$ cat config.mk
export PLATFORM = sky130hd
export DESIGN_NAME = radio_ctrl_top
export DESIGN_NICKNAME = d
export VERILOG_FILES = /design/src/radio_ctrl_pkg.sv /design/src/cmd_decode.sv /design/src/radio_ctrl_execute.sv /design/src/radio_ctrl_top.sv /design/src/status_result.sv
export VERILOG_INCLUDE_DIRS = /design/src
export SDC_FILE = /design/constraint.sdc
export NUM_CORES = 1
export LEC_CHECK = 0
export BUFFER_PORTS_ARGS = -buffer_cell sky130_fd_sc_hd__clkbuf_2
export CORE_MARGIN = 3
export CORE_UTILIZATION = 54
export DETAILED_ROUTE_END_ITERATION = 8
export HOLD_SLACK_MARGIN = 0.08
export PLACE_DENSITY = 0.83
export REMOVE_ABC_BUFFERS = 1
export SETUP_SLACK_MARGIN = 0.3
export SLEW_MARGIN = 20
export SYNTH_ARGS = -nofsm -noshare
export SYNTH_HDL_FRONTEND = slang
export SYNTH_SLANG_ARGS = --single-unit
$ cat constraint.sdc
create_clock -name clk_ctrl -period 6.41 [get_ports clk_ctrl]
set_input_delay 1.923 -clock clk_ctrl [delete_from_list [all_inputs] [get_ports clk_ctrl]]
set_output_delay 1.923 -clock clk_ctrl [all_outputs]
set_load 0.01 [all_outputs]
$ cat src/radio_ctrl_params.svh
`ifndef RADIO_CTRL_PARAMS_SVH
`define RADIO_CTRL_PARAMS_SVH

////////////////////
// Command format

// Width of the command address field
`define RC_ADDR_W 6

// Width of the command word
`define RC_DATA_W 32

////////////////////
// Command addresses

`define RC_ADDR_CONFIG 6'h00
`define RC_ADDR_TX 6'h09

////////////////////
// Timing

// Transmit watchdog, in clk_ctrl cycles
`define RC_TX_TIMEOUT 2000
`define RC_SYNC_STAGES 2

`endif

$ cat src/radio_ctrl_pkg.sv
`include "radio_ctrl_params.svh"

package radio_ctrl_pkg;

  ////////////////////
  // Bus address

  // Command address in the low bits, flags above it
  typedef struct packed {
    logic                  resp_req;
    logic                  ptt;
    logic [`RC_ADDR_W-1:0] addr;
  } wb_adr_t;

  ////////////////////
  // Command word views

  // Word at the configuration address
  typedef struct packed {
    logic [`RC_DATA_W-6:0] reserved;
    logic                  rfsw_sel;
    logic [3:0]            leds;
  } config_word_t;

  // Word at the transmit address
  typedef struct packed {
    logic [`RC_DATA_W-10:0] reserved;
    logic                   pa_enable;
    logic [7:0]             drive_level;
  } tx_word_t;

  // The command address picks the view
  typedef union packed {
    config_word_t cfg;
    tx_word_t     tx;
  } cmd_word_u;

  typedef struct packed {
    logic                  valid;
    logic [`RC_ADDR_W-1:0] addr;
    logic                  ptt;
    logic                  resp_req;
    cmd_word_u             data;
  } cmd_t;

  ////////////////////
  // Response word

  typedef struct packed {
    logic [14:0]           reserved;
    logic [7:0]            cmd_count;
    logic                  rxgoodlvl_seen;
    logic                  rxclip_seen;
    logic                  tx_active;
    logic [`RC_ADDR_W-1:0] last_addr;
  } resp_t;

endpackage

$ cat src/cmd_decode.sv
`timescale 1ns/1ps

`include "radio_ctrl_params.svh"

module cmd_decode import radio_ctrl_pkg::*; (
  input  logic                  clk_ctrl,
  input  logic                  rst_n_i,

  // Wishbone classic slave
  input  logic                  wb_cyc_i,
  input  logic                  wb_stb_i,
  input  logic                  wb_we_i,
  input  wb_adr_t               wb_adr_i,
  input  logic [`RC_DATA_W-1:0] wb_dat_i,
  output logic                  wb_ack_o,
  output logic [`RC_DATA_W-1:0] wb_dat_o,

  // Toward execute and result
  output cmd_t                  cmd_o,
  output logic                  rd_stb_o,
  input  resp_t                 read_data_i
);

  logic                  accept;
  logic                  held_q;
  logic                  ack_q;
  logic                  cmd_valid_q;
  logic                  rd_stb_q;
  logic [`RC_ADDR_W-1:0] addr_q;
  logic                  ptt_q;
  logic                  resp_req_q;
  cmd_word_u             data_q;
  logic [`RC_DATA_W-1:0] rd_data_q;

  // New cycle only once the previous strobe has gone away
  assign accept = wb_cyc_i & wb_stb_i & ~held_q;

  ////////////////////
  // Handshake

  always_ff @(posedge clk_ctrl or negedge rst_n_i) begin
    if (!rst_n_i) begin
      held_q      <= 1'b0;
      ack_q       <= 1'b0;
      cmd_valid_q <= 1'b0;
      rd_stb_q    <= 1'b0;
    end else begin
      // Stays set while the master still holds stb
      held_q      <= accept | (held_q & wb_stb_i);
      ack_q       <= accept;
      cmd_valid_q <= accept & wb_we_i;
      rd_stb_q    <= accept & ~wb_we_i;
    end
  end

  ////////////////////
  // Command and read capture

  always_ff @(posedge clk_ctrl) begin
    if (accept && wb_we_i) begin
      addr_q     <= wb_adr_i.addr;
      ptt_q      <= wb_adr_i.ptt;
      resp_req_q <= wb_adr_i.resp_req;
      data_q     <= wb_dat_i;
    end
    if (accept && !wb_we_i) begin
      rd_data_q <= read_data_i;
    end
  end

  always_comb begin
    cmd_o          = '0;
    cmd_o.valid    = cmd_valid_q;
    cmd_o.addr     = addr_q;
    cmd_o.ptt      = ptt_q;
    cmd_o.resp_req = resp_req_q;
    cmd_o.data     = data_q;
  end

  assign wb_ack_o = ack_q;
  assign wb_dat_o = rd_data_q;
  assign rd_stb_o = rd_stb_q;

  // One ack per bus cycle
  a_ack_single: assert property (@(posedge clk_ctrl) disable iff (!rst_n_i)
    wb_ack_o |=> !wb_ack_o);

endmodule

$ cat src/radio_ctrl_execute.sv
`timescale 1ns/1ps

`include "radio_ctrl_params.svh"

module radio_ctrl_execute import radio_ctrl_pkg::*; (
  input  logic       clk_ctrl,
  input  logic       rst_n_i,
  input  cmd_t       cmd_i,

  // Front end and PA
  output logic [3:0] leds_o,
  output logic       rffe_rfsw_sel_o,
  output logic [7:0] drive_level_o,
  output logic       pa_en_o,
  output logic       tx_on_o,
  output logic       pa_tr_o,
  output logic       tx_active_o
);

  localparam int unsigned WD_W = $clog2(`RC_TX_TIMEOUT + 1);
  localparam logic [WD_W-1:0] WD_LIMIT = WD_W'(`RC_TX_TIMEOUT);

  logic [3:0]      leds_q;
  logic            rfsw_q;
  logic [7:0]      drive_q;
  logic            pa_en_q;
  logic            ptt_q;
  logic [WD_W-1:0] wd_cnt_q;
  logic            wd_expired;
  logic            pa_tr_q;

  ////////////////////
  // Command registers

  always_ff @(posedge clk_ctrl or negedge rst_n_i) begin
    if (!rst_n_i) begin
      leds_q  <= '0;
      rfsw_q  <= 1'b0;
      drive_q <= '0;
      pa_en_q <= 1'b0;
      ptt_q   <= 1'b0;
    end else if (cmd_i.valid) begin
      // PTT rides on every command, whatever the address
      ptt_q <= cmd_i.ptt;
      if (cmd_i.addr == `RC_ADDR_CONFIG) begin
        leds_q <= cmd_i.data.cfg.leds;
        rfsw_q <= cmd_i.data.cfg.rfsw_sel;
      end
      if (cmd_i.addr == `RC_ADDR_TX) begin
        drive_q <= cmd_i.data.tx.drive_level;
        pa_en_q <= cmd_i.data.tx.pa_enable;
      end
    end
  end

  ////////////////////
  // Transmit watchdog

  // Counts up from the last command, parks at the limit
  always_ff @(posedge clk_ctrl or negedge rst_n_i) begin
    if (!rst_n_i) begin
      wd_cnt_q <= '0;
    end else if (cmd_i.valid) begin
      wd_cnt_q <= '0;
    end else if (wd_cnt_q != WD_LIMIT) begin
      wd_cnt_q <= wd_cnt_q + 1'b1;
    end
  end

  assign wd_expired = (wd_cnt_q == WD_LIMIT);

  ////////////////////
  // Keying

  assign tx_on_o = ptt_q & pa_en_q & ~wd_expired;

  // T/R relay follows one cycle behind
  always_ff @(posedge clk_ctrl or negedge rst_n_i) begin
    if (!rst_n_i) begin
      pa_tr_q <= 1'b0;
    end else begin
      pa_tr_q <= tx_on_o;
    end
  end

  assign leds_o          = leds_q;
  assign rffe_rfsw_sel_o = rfsw_q;
  assign drive_level_o   = drive_q;
  assign pa_en_o         = pa_en_q;
  assign pa_tr_o         = pa_tr_q;
  assign tx_active_o     = tx_on_o;

  // Keying only starts from a command and with the PA enabled
  a_tx_rise: assert property (@(posedge clk_ctrl) disable iff (!rst_n_i)
    $rose(tx_on_o) |-> pa_en_o && $past(cmd_i.valid));

endmodule

$ cat src/radio_ctrl_top.sv
`timescale 1ns/1ps

`include "radio_ctrl_params.svh"

module radio_ctrl_top import radio_ctrl_pkg::*; (
  input  logic                  clk_ctrl,
  input  logic                  rst_n_i,

  // Wishbone classic slave
  input  logic                  wb_cyc_i,
  input  logic                  wb_stb_i,
  input  logic                  wb_we_i,
  input  wb_adr_t               wb_adr_i,
  input  logic [`RC_DATA_W-1:0] wb_dat_i,
  output logic [`RC_DATA_W-1:0] wb_dat_o,
  output logic                  wb_ack_o,

  // Receive status
  input  logic                  rxclip_i,
  input  logic                  rxgoodlvl_i,

  // Front end, PA and response flag
  output logic [3:0]            leds_o,
  output logic                  rffe_rfsw_sel_o,
  output logic [7:0]            drive_level_o,
  output logic                  pa_en_o,
  output logic                  tx_on_o,
  output logic                  pa_tr_o,
  output logic                  resp_pending_o
);

  cmd_t  cmd;
  logic  rd_stb;
  resp_t read_data;
  logic  tx_active;

  cmd_decode u_decode (
    .clk_ctrl    (clk_ctrl),
    .rst_n_i     (rst_n_i),
    .wb_cyc_i    (wb_cyc_i),
    .wb_stb_i    (wb_stb_i),
    .wb_we_i     (wb_we_i),
    .wb_adr_i    (wb_adr_i),
    .wb_dat_i    (wb_dat_i),
    .wb_ack_o    (wb_ack_o),
    .wb_dat_o    (wb_dat_o),
    .cmd_o       (cmd),
    .rd_stb_o    (rd_stb),
    .read_data_i (read_data)
  );

  radio_ctrl_execute u_execute (
    .clk_ctrl        (clk_ctrl),
    .rst_n_i         (rst_n_i),
    .cmd_i           (cmd),
    .leds_o          (leds_o),
    .rffe_rfsw_sel_o (rffe_rfsw_sel_o),
    .drive_level_o   (drive_level_o),
    .pa_en_o         (pa_en_o),
    .tx_on_o         (tx_on_o),
    .pa_tr_o         (pa_tr_o),
    .tx_active_o     (tx_active)
  );

  status_result u_result (
    .clk_ctrl       (clk_ctrl),
    .rst_n_i        (rst_n_i),
    .cmd_i          (cmd),
    .rd_stb_i       (rd_stb),
    .tx_active_i    (tx_active),
    .rxclip_i       (rxclip_i),
    .rxgoodlvl_i    (rxgoodlvl_i),
    .read_data_o    (read_data),
    .resp_pending_o (resp_pending_o)
  );

endmodule

$ cat src/status_result.sv
`timescale 1ns/1ps

`include "radio_ctrl_params.svh"

module status_result import radio_ctrl_pkg::*; (
  input  logic  clk_ctrl,
  input  logic  rst_n_i,
  input  cmd_t  cmd_i,
  input  logic  rd_stb_i,
  input  logic  tx_active_i,

  // Receive status from the converter
  input  logic  rxclip_i,
  input  logic  rxgoodlvl_i,

  output resp_t read_data_o,
  output logic  resp_pending_o
);

  localparam int unsigned S = `RC_SYNC_STAGES;

  logic [S-1:0]          clip_sync_q;
  logic [S-1:0]          good_sync_q;
  logic                  clip_seen_q;
  logic                  good_seen_q;
  logic                  pending_q;
  logic [7:0]            cmd_count_q;
  logic [`RC_ADDR_W-1:0] last_addr_q;

  ////////////////////
  // Synchronizers

  always_ff @(posedge clk_ctrl or negedge rst_n_i) begin
    if (!rst_n_i) begin
      clip_sync_q <= '0;
      good_sync_q <= '0;
    end else begin
      clip_sync_q <= {clip_sync_q[S-2:0], rxclip_i};
      good_sync_q <= {good_sync_q[S-2:0], rxgoodlvl_i};
    end
  end

  ////////////////////
  // Sticky state

  always_ff @(posedge clk_ctrl or negedge rst_n_i) begin
    if (!rst_n_i) begin
      clip_seen_q <= 1'b0;
      good_seen_q <= 1'b0;
      pending_q   <= 1'b0;
      cmd_count_q <= '0;
      last_addr_q <= '0;
    end else begin
      // A new event wins over the read clear
      clip_seen_q <= clip_sync_q[S-1] | (clip_seen_q & ~rd_stb_i);
      good_seen_q <= good_sync_q[S-1] | (good_seen_q & ~rd_stb_i);
      pending_q   <= (cmd_i.valid & cmd_i.resp_req) | (pending_q & ~rd_stb_i);
      if (cmd_i.valid) begin
        cmd_count_q <= cmd_count_q + 1'b1;
        last_addr_q <= cmd_i.addr;
      end
    end
  end

  always_comb begin
    read_data_o                = '0;
    read_data_o.cmd_count      = cmd_count_q;
    read_data_o.rxgoodlvl_seen = good_seen_q;
    read_data_o.rxclip_seen    = clip_seen_q;
    read_data_o.tx_active      = tx_active_i;
    read_data_o.last_addr      = last_addr_q;
  end

  assign resp_pending_o = pending_q;

  a_pending_clear: assert property (@(posedge clk_ctrl) disable iff (!rst_n_i)
    $fell(resp_pending_o) |-> $past(rd_stb_i));

endmodule

==> results of run 1 <==
==> cell usage in the layout, fill, tap and decap left out, types with 2 or more instances in the layout <==
cell	synthesis	routed
clkinv_1	0	2
mux2_2	22	22
nand2_1	5	5
and4_1	2	2
clkinvlp_4	0	2
and3_1	2	2
clkbuf_2	0	58
conb_1	1	15
a311oi_1	2	2
dfrtp_1	52	52
nand3_1	9	9
buf_4	15	2
clkinv_4	0	2
nor2_1	14	14
xnor2_1	9	9
nand4_1	2	2
a21o_1	2	2
xor2_1	5	5
inv_1	5	5
a21oi_1	2	2
edfxtp_1	34	34
ha_1	3	3
clkbuf_8	0	9
nor3_1	5	4
==> final cells by class <==
type | count | area, um^2 | area share
flip-flops and latches | 86 | 2320 | 0.626
clock buffers | 9 | 124 | 0.0334
repair buffers | 60 | 305 | 0.0822
clock inverters | 7 | 48.8 | 0.0131
well taps | 72 | 90.1 | 0.0243
multi-input cells | 109 | 803 | 0.216
inverters | 5 | 18.8 | 0.00506
==> cells by family (layout without fill, tap and decap cells) <==
group           Yosys count  after routing
buf+inv                  23             81
simple gates             44             44
other cells               1             15
compound gates           10             10
mux                      23             23
xor+xnor                 14             14
fa+ha+maj                 3              3
flops                    86             86
==> worst reg2reg max path, delay by kind of cell (launching register included) <==
| kind | cells | cell delay (ns) |
|---|---|---|
| AND/OR/NAND/NOR | 1 | 0.45 |
| flip-flops | 1 | 0.99 |
| multiplexers | 1 | 0.39 |
==> per-stage QoR <==
| stage | setup WS [ns] | utilization | total power, mW | hold slack (ns) |
|---|---|---|---|---|
| 2_1_floorplan | 2.78 | - | 0.741 | 0.331 |
| 3_3_place_gp | 3.08 | 0.627 | 0.779 | 0.332 |
| 3_5_place_dp | 3.00 | 0.627 | 0.791 | 0.335 |
| 6_report | 2.64 | 0.658 | 1.11 | 0.354 |
| 5_1_grt | 2.53 | 0.658 | 1.16 | 0.375 |
| 4_1_cts | 2.61 | 0.658 | 1.12 | 0.354 |
==> metal layers <==
metal | wire length, um | share of wire
met5 | 0 | 0
met4 | 102 | 0.021
met3 | 378 | 0.078
met2 | 2420 | 0.50
met1 | 1970 | 0.40
==> flip-flops by register name, summed over array words and instances (netlist names), 2 cells and up <==
signal	cells
u_execute.leds_o	4
u_result.last_addr_q	6
u_execute.wd_cnt_q	11
u_decode.data_q	9
u_result.good_sync_q	2
u_decode.wb_dat_o	17
u_result.cmd_count_q	8
u_result.clip_sync_q	2
u_decode.addr_q	6
u_execute.drive_level_o	8
==> worst max path at each step <==
stage,start,endpoint,slack (ns)
after floorplan,wb_cyc_i,u_decode.wb_dat_o[0],2.78
after global placement,u_execute.wd_cnt_q[0],tx_on_o,3.08
after detailed placement,u_execute.wd_cnt_q[0],tx_on_o,3.00
after CTS,u_execute.wd_cnt_q[0],tx_on_o,2.61
after global routing,u_execute.wd_cnt_q[0],tx_on_o,2.53
final,u_execute.wd_cnt_q[0],tx_on_o,2.64
==> power by group <==
part / internal (mW) / switching (mW) / total, mW
Combinational: 0.0497 / 0.0511 / 0.101
Clock: 0.140 / 0.189 / 0.329
Sequential: 0.626 / 0.0484 / 0.675
==> reports/results.tsv, run 1 <==
stage	metric	value	unit
die	boundaryPins	97	
power	leakagePower	1.68	nW
yosys	netlist.area_leader.share	0.405	
routing	routed_via_density	5.00	
yosys	synth_area_per_cell	15.8	um^2
worst_setup_path	crit_cells	6	
min_path	min_path_cells	0	
clock_network	ctsHoldBuffers	0	
worst_setup_path	cp-start-kind	flip-flop	
clock_network	cts_buffers	9	
final_layout	final_cell_count_no_fill	348	
routing	first_pass_iters	4	
final_layout	drive_gt1_frac	0.362	
routing	drcViolationCount	0	
yosys	synth_commonest_cells	dfrtp_1 (52), edfxtp_1 (34), mux2_2 (22)	
yosys	synth_xor_area_frac	0.0382	
power	p_per_area	298	nW/um^2
yosys	yosys.area_share.simple	0.0783	
clock_network	cts-root-buf	clkbuf_8	
timing	max_freq	265	MHz
yosys	synth_cell_types	31	
die	rows	27	
min_path	min-delay-start	u_result.good_sync_q[0]	
grt	antenna_found_initial	0	
grt	grt_pass1_wl	8340	um
grt	met1_usage	0.191	
yosys	ys_seq_area_frac	0.723	
yosys	ys_warn_count	0	
yosys	synthArstFlopShare	0.605	
final_layout	layout.nets	321	
final_layout	fillCellCount	392	
place	portBuffers	58	
yosys	syn-instance-count	204	
worst_setup_path	timing.rr.end	u_execute.leds_o[3]	
clock_network	clkTransAtPathRegs	0.09	ns
worst_setup_path	reg2reg_depth	2	
clock_network	numClockSinks	86	
clock_network	cts_resized	0	
routing	routed_wl	4870	um
grt	gr-total-overflow	0	
timing	fin_skew	0.00989	ns
yosys	synth_compound_area_frac	0.0226	
yosys	synthAdderAreaFrac	0.0117	
grt	use_met3	0.0615	
yosys	synth_seq_cells	86	
flow_run	maxCapViolations	0	
routing	wl_per_cell	14.0	um
yosys	synth_edf_count	34	
timing	worst_pin_slew	0.967	ns
final_layout	stdcell_area	3710	um^2
timing	hold_violations	0	
clock_network	post_cts_buffers	0	
clock_network	clk_latency	0.35	ns
grt	grt_pass1_vias	1795	
place	place_area	3540	um^2
grt	grt_max_degree	53	
die	die_h	83.1	um
timing	rsz0062_at_grt	false	
yosys	synth_top_family_by_area	multiplexers	
yosys	yosysMostFrequentCell	dfrtp_1	
min_path	min_path_type	flip-flop to flip-flop	
routing	drt_iter0_markers	72	
worst_setup_path	cp.required	4.49	ns
grt	grtUsageTotal	0.155	
worst_setup_path	slowest_stage	dfrtp_1	
yosys	syn_area	3210	um^2
power	ir_drop	0.196	mV
worst_setup_path	reg2reg_slack	4.47	ns
timing	tns	0	ns
place	gp_congestion	0.800	
die	initial_core_util	0.570	
routing	drtAntennaViolNets	0	
timing	period_share	0.588	
worst_setup_path	critPathCaptureType	output pin	
final_layout	area_delta_synth_final	15.5	%
worst_setup_path	reg2reg_from	u_decode.cmd_valid_q	
timing	drv_slew	0	
die	core	5640	um^2
clock_network	clock_path_buffers	2	
worst_setup_path	path_cells	inv_1 -> ha_1 -> and4bb_2 -> nand3_1 -> and3_1 -> clkbuf_2	
worst_setup_path	arrival	1.85	ns
worst_setup_path	cpLargestDelayFamily	simple AND/OR/NAND/NOR gates	
die	dieArea	6910	um^2
routing	vias	1739	
worst_setup_path	max_stage_delay	0.44	ns
worst_setup_path	path_max_fanout	5	
clock_network	cts_max_level	3	
yosys	synth_top_area_cell	dfrtp_1	
place	dpl.hpwl	3400	um
yosys	synthTopCellsByArea	dfrtp_1 (40%), edfxtp_1 (32%), mux2_2 (7.7%)	
die	dieWidth	83.1	um
grt	busiest_layer	met2	
clock_network	tritoncts	done	
run_status	run_status	complete, no violations	
timing	setup_violations	0	
grt	met2_usage	0.242	
worst_setup_path	crit_type	flip-flop to output pin	
yosys	muxShareOfSynthArea	0.0802	
timing	slew_headroom	0.355	
place	post-place-cells	332	
timing	fin_crit	3.77	ns
worst_setup_path	crit_buf_inv	2	
final_layout	antennaDiodeCount	0	
yosys	ys.flop_type	dfrtp_1	
min_path	holdPathEnd	u_result.good_sync_q[1]	
Note: power is estimated with default switching activity, not from simulation.
==> run 2, diff against run 1 <==
--- a/config.mk
+++ b/config.mk
@@ -8,10 +8,10 @@
 export LEC_CHECK = 0
 export BUFFER_PORTS_ARGS = -buffer_cell sky130_fd_sc_hd__clkbuf_2
 export CORE_MARGIN = 3
-export CORE_UTILIZATION = 54
+export CORE_UTILIZATION = 46
 export DETAILED_ROUTE_END_ITERATION = 8
 export HOLD_SLACK_MARGIN = 0.08
-export PLACE_DENSITY = 0.83
+export PLACE_DENSITY = 0.75
 export REMOVE_ABC_BUFFERS = 1
 export SETUP_SLACK_MARGIN = 0.3
 export SLEW_MARGIN = 20
==> constraint.sdc (replaced) <==
create_clock -name clk_ctrl -period 3.4 [get_ports clk_ctrl]
set_input_delay 1.02 -clock clk_ctrl [delete_from_list [all_inputs] [get_ports clk_ctrl]]
set_output_delay 1.02 -clock clk_ctrl [all_outputs]
set_load 0.01 [all_outputs]
==> reports/results.tsv, run 2 (synthesis gave the netlist of run 1 again) <==
stage	metric	value	unit	change
clock_network	numClockSinks	86		unchanged
routing	drt_iter0_markers	68		was 72
die	die_h	89.6	um	was 83.1 um
run_status	run_status	complete, no violations		unchanged
place	post-place-cells	355		was 332
final_layout	final_cell_mix	clkbuf_2 (58), dfrtp_1 (52), edfxtp_1 (34)		unchanged
clock_network	ctsHoldBuffers	0		unchanged
timing	max_freq	350	MHz	
routing	wl_per_cell	13.3	um	was 14.0 um
grt	antenna_found_initial	0		unchanged
min_path	min_path_type	flip-flop to flip-flop		unchanged
worst_setup_path	max_stage_delay	0.44	ns	about the same
final_layout	layout.nets	323		was 321
power	power	2.14	mW	was 1.11 mW
power	ir_drop	0.310	mV	was 0.196 mV
min_path	min_path_cells	0		unchanged
worst_setup_path	timing.rr.end	u_decode.wb_dat_o[11]		was u_execute.leds_o[3]
routing	routed_wl	4950	um	was 4870 um
die	core	6570	um^2	was 5640 um^2
final_layout	area_delta_synth_final	17.4	%	was 15.5%
grt	grt_pass1_wl	8230	um	was 8340 um
clock_network	cts-root-buf	clkbuf_8		unchanged
timing	drv_slew	0		unchanged
clock_network	cts_buffers	9		unchanged
min_path	min-delay-start	u_result.good_sync_q[0]		unchanged
worst_setup_path	reg2reg_slack	1.79	ns	was 4.47 ns
timing	fin_crit	2.86	ns	
power	leakagePower	1.70	nW	was 1.68 nW
worst_setup_path	path_cells	inv_1 -> ha_1 -> and4bb_2 -> nand3_1 -> and3_1 -> clkbuf_2		unchanged
worst_setup_path	critPathCaptureType	output pin		unchanged
worst_setup_path	crit_type	flip-flop to output pin		unchanged
grt	gr-total-overflow	0		unchanged
worst_setup_path	cp.required	2.38	ns	was 4.49 ns
die	boundaryPins	97		unchanged
place	dpl.hpwl	3490	um	was 3400 um
power	p_per_area	568	nW/um^2	was 298 nW/um^2
die	dieArea	8020	um^2	was 6910 um^2
die	rows	29		was 27
worst_setup_path	path_max_fanout	5		unchanged
min_path	holdPathEnd	u_result.good_sync_q[1]		unchanged
routing	first_pass_iters	4		unchanged
timing	rsz0062_at_grt	false		unchanged
clock_network	clkTransAtPathRegs	0.08	ns	was 0.09 ns
flow_run	maxCapViolations	0		unchanged
final_layout	postLayoutCoreUtil	0.574		was 0.658
die	initial_core_util	0.489		was 0.570
grt	grt_max_degree	36		was 53
final_layout	final_common_cell	clkbuf_2		unchanged
clock_network	tritoncts	done		unchanged
clock_network	clock_path_buffers	2		unchanged
routing	vias	1723		was 1739
place	portBuffers	58		unchanged
clock_network	clk_latency	0.35	ns	about the same
timing	slew_headroom	0.453		was 0.355
routing	drtAntennaViolNets	0		unchanged
timing	post-route-worst-setup-slack	0.544	ns	was 2.64 ns
grt	grt_pass1_vias	1800		was 1795
clock_network	cts_resized	0		unchanged
place	pre_cts_ws	0.920	ns	was 3.00 ns
timing	tns	0	ns	unchanged
final_layout	final_cell_count_no_fill	371		was 348
grt	grtUsageTotal	0.137		was 0.155
routing	routed_via_density	4.64		was 5.00
timing	worst_pin_slew	0.820	ns	was 0.967 ns
timing	hold_violations	0		unchanged
routing	drcViolationCount	0		unchanged
worst_setup_path	slowest_stage	dfrtp_1		unchanged
die	dieWidth	89.6	um	was 83.1 um
clock_network	post_cts_buffers	0		unchanged
worst_setup_path	arrival	1.84	ns	was 1.85 ns
worst_setup_path	reg2reg_depth	2		unchanged
final_layout	antennaDiodeCount	0		unchanged
final_layout	largest_register_ffs	17		unchanged
timing	fin_skew	0.00685	ns	was 0.00989 ns
worst_setup_path	cp-start-kind	flip-flop		unchanged
place	gp_congestion	0.706		was 0.800
timing	setup_violations	0		unchanged
worst_setup_path	reg2reg_from	u_decode.held_q		was u_decode.cmd_valid_q
final_layout	drive_gt1_frac	0.367		was 0.362
timing	period_share	0.840		
clock_network	cts_max_level	3		unchanged
==> run 2: critical path, delay by kind of cell, from the launching register on <==
family | cells | cell delay, ns
and+or+nand+nor | 3 | 0.68
adders and majority gates | 1 | 0.14
DFF | 1 | 0.44
buffers and inverters | 2 | 0.23
==> run 2: layer usage <==
metal / track usage / up-vias / share of wire
met5: 0 / - / 0
met3: 0.0511 / 11 / 0.074
met4: 0.0609 / 0 / 0.014
met2: 0.215 / 60 / 0.48
li1: - / 826 / -
met1: 0.171 / 826 / 0.44
==> run 2: how the worst max path moves through the flow <==
stage / start / to / slack (ns) / depth (start not counted)
2_1_floorplan: wb_cyc_i / u_decode.wb_dat_o[0] / 0.67 / 2
3_3_place_gp: u_execute.wd_cnt_q[0] / tx_on_o / 0.94 / 6
3_5_place_dp: u_execute.wd_cnt_q[0] / tx_on_o / 0.92 / 6
4_1_cts: u_execute.wd_cnt_q[0] / tx_on_o / 0.53 / 6
5_1_grt: u_execute.wd_cnt_q[0] / tx_on_o / 0.46 / 6
6_report: u_execute.wd_cnt_q[0] / tx_on_o / 0.54 / 6
==> run 2: cell type report <==
cell class	instances	area, um^2
clock buffers	10	128
clock inverters	6	62.6
fillers	523	2800
inverters	5	18.8
multi-input cells	109	803
flip-flops and latches	86	2320
well taps	93	116
repair buffers	62	320
==> run 2: power by group <==
group / internal [mW] / switching [mW] / leakage [nW]
combinational: 0.0933 / 0.0950 / 0.625
sequential: 1.18 / 0.0891 / 0.985
clock: 0.337 / 0.347 / 0.0899
==> run 2: stage by stage <==
stage                     area [um^2]  hold WS, ns
after floorplan                  3140        0.331
after global placement           3580        0.331
after detailed placement         3580        0.336
after CTS                        3770        0.355
after global routing             3770        0.375
final                            3770        0.352
==> run 3, diff against run 2 <==
--- a/config.mk
+++ b/config.mk
@@ -8,10 +8,10 @@
 export LEC_CHECK = 0
 export BUFFER_PORTS_ARGS = -buffer_cell sky130_fd_sc_hd__clkbuf_2
 export CORE_MARGIN = 3
-export CORE_UTILIZATION = 46
+export CORE_UTILIZATION = 51
 export DETAILED_ROUTE_END_ITERATION = 8
 export HOLD_SLACK_MARGIN = 0.08
-export PLACE_DENSITY = 0.75
+export PLACE_DENSITY = 0.79
 export REMOVE_ABC_BUFFERS = 1
 export SETUP_SLACK_MARGIN = 0.3
 export SLEW_MARGIN = 20
==> constraint.sdc (replaced) <==
create_clock -name clk_ctrl -period 2.9 [get_ports clk_ctrl]
set_input_delay 0.87 -clock clk_ctrl [delete_from_list [all_inputs] [get_ports clk_ctrl]]
set_output_delay 0.87 -clock clk_ctrl [all_outputs]
set_load 0.01 [all_outputs]
==> reports/results.tsv, run 3 (synthesis gave the netlist of run 1 again) <==
stage	metric	value	unit	change
min_path	min_path_cells	0		unchanged
timing	drv_slew	0		unchanged
final_layout	final_cell_mix	clkbuf_2 (58), dfrtp_1 (52), edfxtp_1 (34)		unchanged
min_path	min-delay-start	u_result.clip_sync_q[0]		was u_result.good_sync_q[0]
grt	antenna_found_initial	0		unchanged
worst_setup_path	reg2reg_slack	1.29	ns	was 1.79 ns
timing	slew_headroom	0.557		was 0.453
place	dpl.hpwl	3640	um	was 3490 um
routing	drtAntennaViolNets	0		unchanged
power	sw_frac_of_total	0.232		was 0.248
worst_setup_path	reg2reg_from	u_decode.cmd_valid_q		was u_decode.held_q
clock_network	cts-root-buf	clkbuf_8		unchanged
timing	fin_skew	0.00822	ns	was 0.00685 ns
final_layout	final_common_cell	clkbuf_2		unchanged
worst_setup_path	slowest_stage	dfrtp_1		unchanged
die	core	6030	um^2	was 6570 um^2
timing	hold_ws	0.352	ns	about the same
worst_setup_path	path_cells	inv_2 -> ha_1 -> and4bb_2 -> nand3_4 -> and3_4 -> clkbuf_2		was inv_1 -> ha_1 -> and4bb_2 -> nand3_1 -> and3_1 -> clkbuf_2
worst_setup_path	max_stage_delay	0.40	ns	was 0.44 ns
worst_setup_path	critPathCaptureType	output pin		unchanged
power	pwr-share-clk	0.337		was 0.319
routing	drt_iter0_markers	77		was 68
timing	max_freq	401	MHz	
final_layout	antennaDiodeCount	0		unchanged
power	power_frac_seq	0.561		was 0.593
run_status	run_status	complete, no violations		unchanged
power	ir_drop	0.409	mV	was 0.310 mV
die	dieArea	7290	um^2	was 8020 um^2
power	p_int	2.03	mW	was 1.61 mW
timing	setup_violations	0		unchanged
min_path	min_path_type	flip-flop to flip-flop		unchanged
flow_run	maxCapViolations	0		unchanged
final_layout	layout.nets	329		was 323
power	p_per_area	687	nW/um^2	was 568 nW/um^2
clock_network	clock_path_buffers	2		unchanged
timing	period_share	0.859		
clock_network	cts_buffers	9		unchanged
worst_setup_path	cp-start-kind	flip-flop		unchanged
worst_setup_path	path_max_fanout	2		was 5
timing	hold_violations	0		unchanged
worst_setup_path	arrival	1.62	ns	was 1.84 ns
die	die_h	85.4	um	was 89.6 um
die	initial_core_util	0.533		was 0.489
grt	grtUsageTotal	0.155		was 0.137
grt	grt_pass1_vias	1796		was 1800
timing	rsz0062_at_grt	false		unchanged
final_layout	fillCellCount	462		was 523
grt	gr-total-overflow	0		unchanged
final_layout	largest_register_ffs	17		unchanged
routing	drcViolationCount	0		unchanged
timing	tns	0	ns	unchanged
worst_setup_path	cp.required	2.03	ns	was 2.38 ns
clock_network	cts_max_level	3		unchanged
clock_network	clkTransAtPathRegs	0.08	ns	about the same
routing	wl_per_cell	14.4	um	was 13.3 um
routing	vias	1777		was 1723
timing	fin_crit	2.49	ns	
grt	grt_pass1_wl	8520	um	was 8230 um
final_layout	drive_gt1_frac	0.391		was 0.367
worst_setup_path	timing.rr.end	u_execute.rffe_rfsw_sel_o		was u_decode.wb_dat_o[11]
place	gp_congestion	0.856		was 0.706
power	p_switching	615	uW	was 531 uW
power	comb_power_share	0.102		was 0.088
timing	worst_pin_slew	0.664	ns	was 0.820 ns
worst_setup_path	reg2reg_depth	2		unchanged
routing	first_pass_iters	4		unchanged
grt	grt_max_degree	28		was 36
die	boundaryPins	97		unchanged
clock_network	tritoncts	done		unchanged
final_layout	area_delta_synth_final	19.9	%	was 17.4%
die	rows	28		was 29
routing	routed_wl	5180	um	was 4950 um
power	leakagePower	1.75	nW	was 1.70 nW
clock_network	ctsHoldBuffers	0		unchanged
die	dieWidth	85.4	um	was 89.6 um
min_path	holdPathEnd	u_result.clip_sync_q[1]		was u_result.good_sync_q[1]
clock_network	numClockSinks	86		unchanged
routing	routed_via_density	4.95		was 4.64
clock_network	clk_latency	0.34	ns	was 0.35 ns
place	portBuffers	58		unchanged
worst_setup_path	crit_type	flip-flop to output pin		unchanged
## run 3: layout make-up
type	instances	area (um^2)	share of cell area
sequential	86	2320	0.603
clock buffer	13	149	0.0387
timing repair buffer	68	378	0.0981
inverter	5	18.8	0.00487
multi-input combinational	109	821	0.213
clock inverter	3	68.8	0.0179
tap	75	93.8	0.0244
## run 3: through the flow
step,worst slack (ns),power (mW),util,instances,cell area (um^2)
after global routing,0.305,2.78,0.639,359,3850
final,0.408,2.65,0.639,359,3850
after floorplan,0.321,1.64,-,200,3140
after detailed placement,0.562,1.75,0.593,337,3570
after CTS,0.323,2.66,0.633,356,3820
after global placement,0.598,1.72,0.593,337,3570
## run 3: layer usage
| layer | share of wire | vias up | global-route usage |
|---|---|---|---|
| li1 | - | 838 | - |
| met1 | 0.40 | 878 | 0.186 |
| met2 | 0.52 | 53 | 0.252 |
| met3 | 0.058 | 8 | 0.0408 |
| met4 | 0.020 | 0 | 0.0906 |
| met5 | 0 | - | 0 |
## run 3: what timing repair did
| item | 4_1_cts | 5_1_grt |
|---|---|---|
| endpoints found under the setup margin | 1 | 1 |
| gates resized for setup | 1 | 4 |
| setup buffers | 3 | 3 |
| gates cloned | 0 | 0 |
| pin swaps | 0 | 1 |
| endpoints found under the hold margin | 0 | 0 |
## run 3: worst max-delay path by stage
stage | start | endpoint | slack (ns) | depth (start not counted)
detailed placement | u_execute.wd_cnt_q[0] | tx_on_o | 0.56 | 6
floorplan | wb_cyc_i | u_decode.wb_dat_o[0] | 0.32 | 2
CTS | u_execute.wd_cnt_q[0] | tx_on_o | 0.32 | 6
global placement | u_execute.wd_cnt_q[0] | tx_on_o | 0.60 | 6
global route | u_execute.wd_cnt_q[0] | tx_on_o | 0.31 | 6
finish | u_execute.wd_cnt_q[0] | tx_on_o | 0.41 | 6
## run 3: power groups by stage
stage	sequential, mW	combinational (mW)	clock [mW]
after floorplan	1.50	0.143	0
after global placement	1.51	0.217	0
after detailed placement	1.51	0.232	0
after CTS	1.48	0.260	0.918
after global routing	1.50	0.305	0.972
final	1.49	0.270	0.892
## run 3: critical path: cells and delay by family (launching register included)
kind	cells	cell delay [ns]
DFF	1	0.40
adders and majority gates	1	0.14
and+or+nand+nor	3	0.56
buffers and inverters	2	0.19
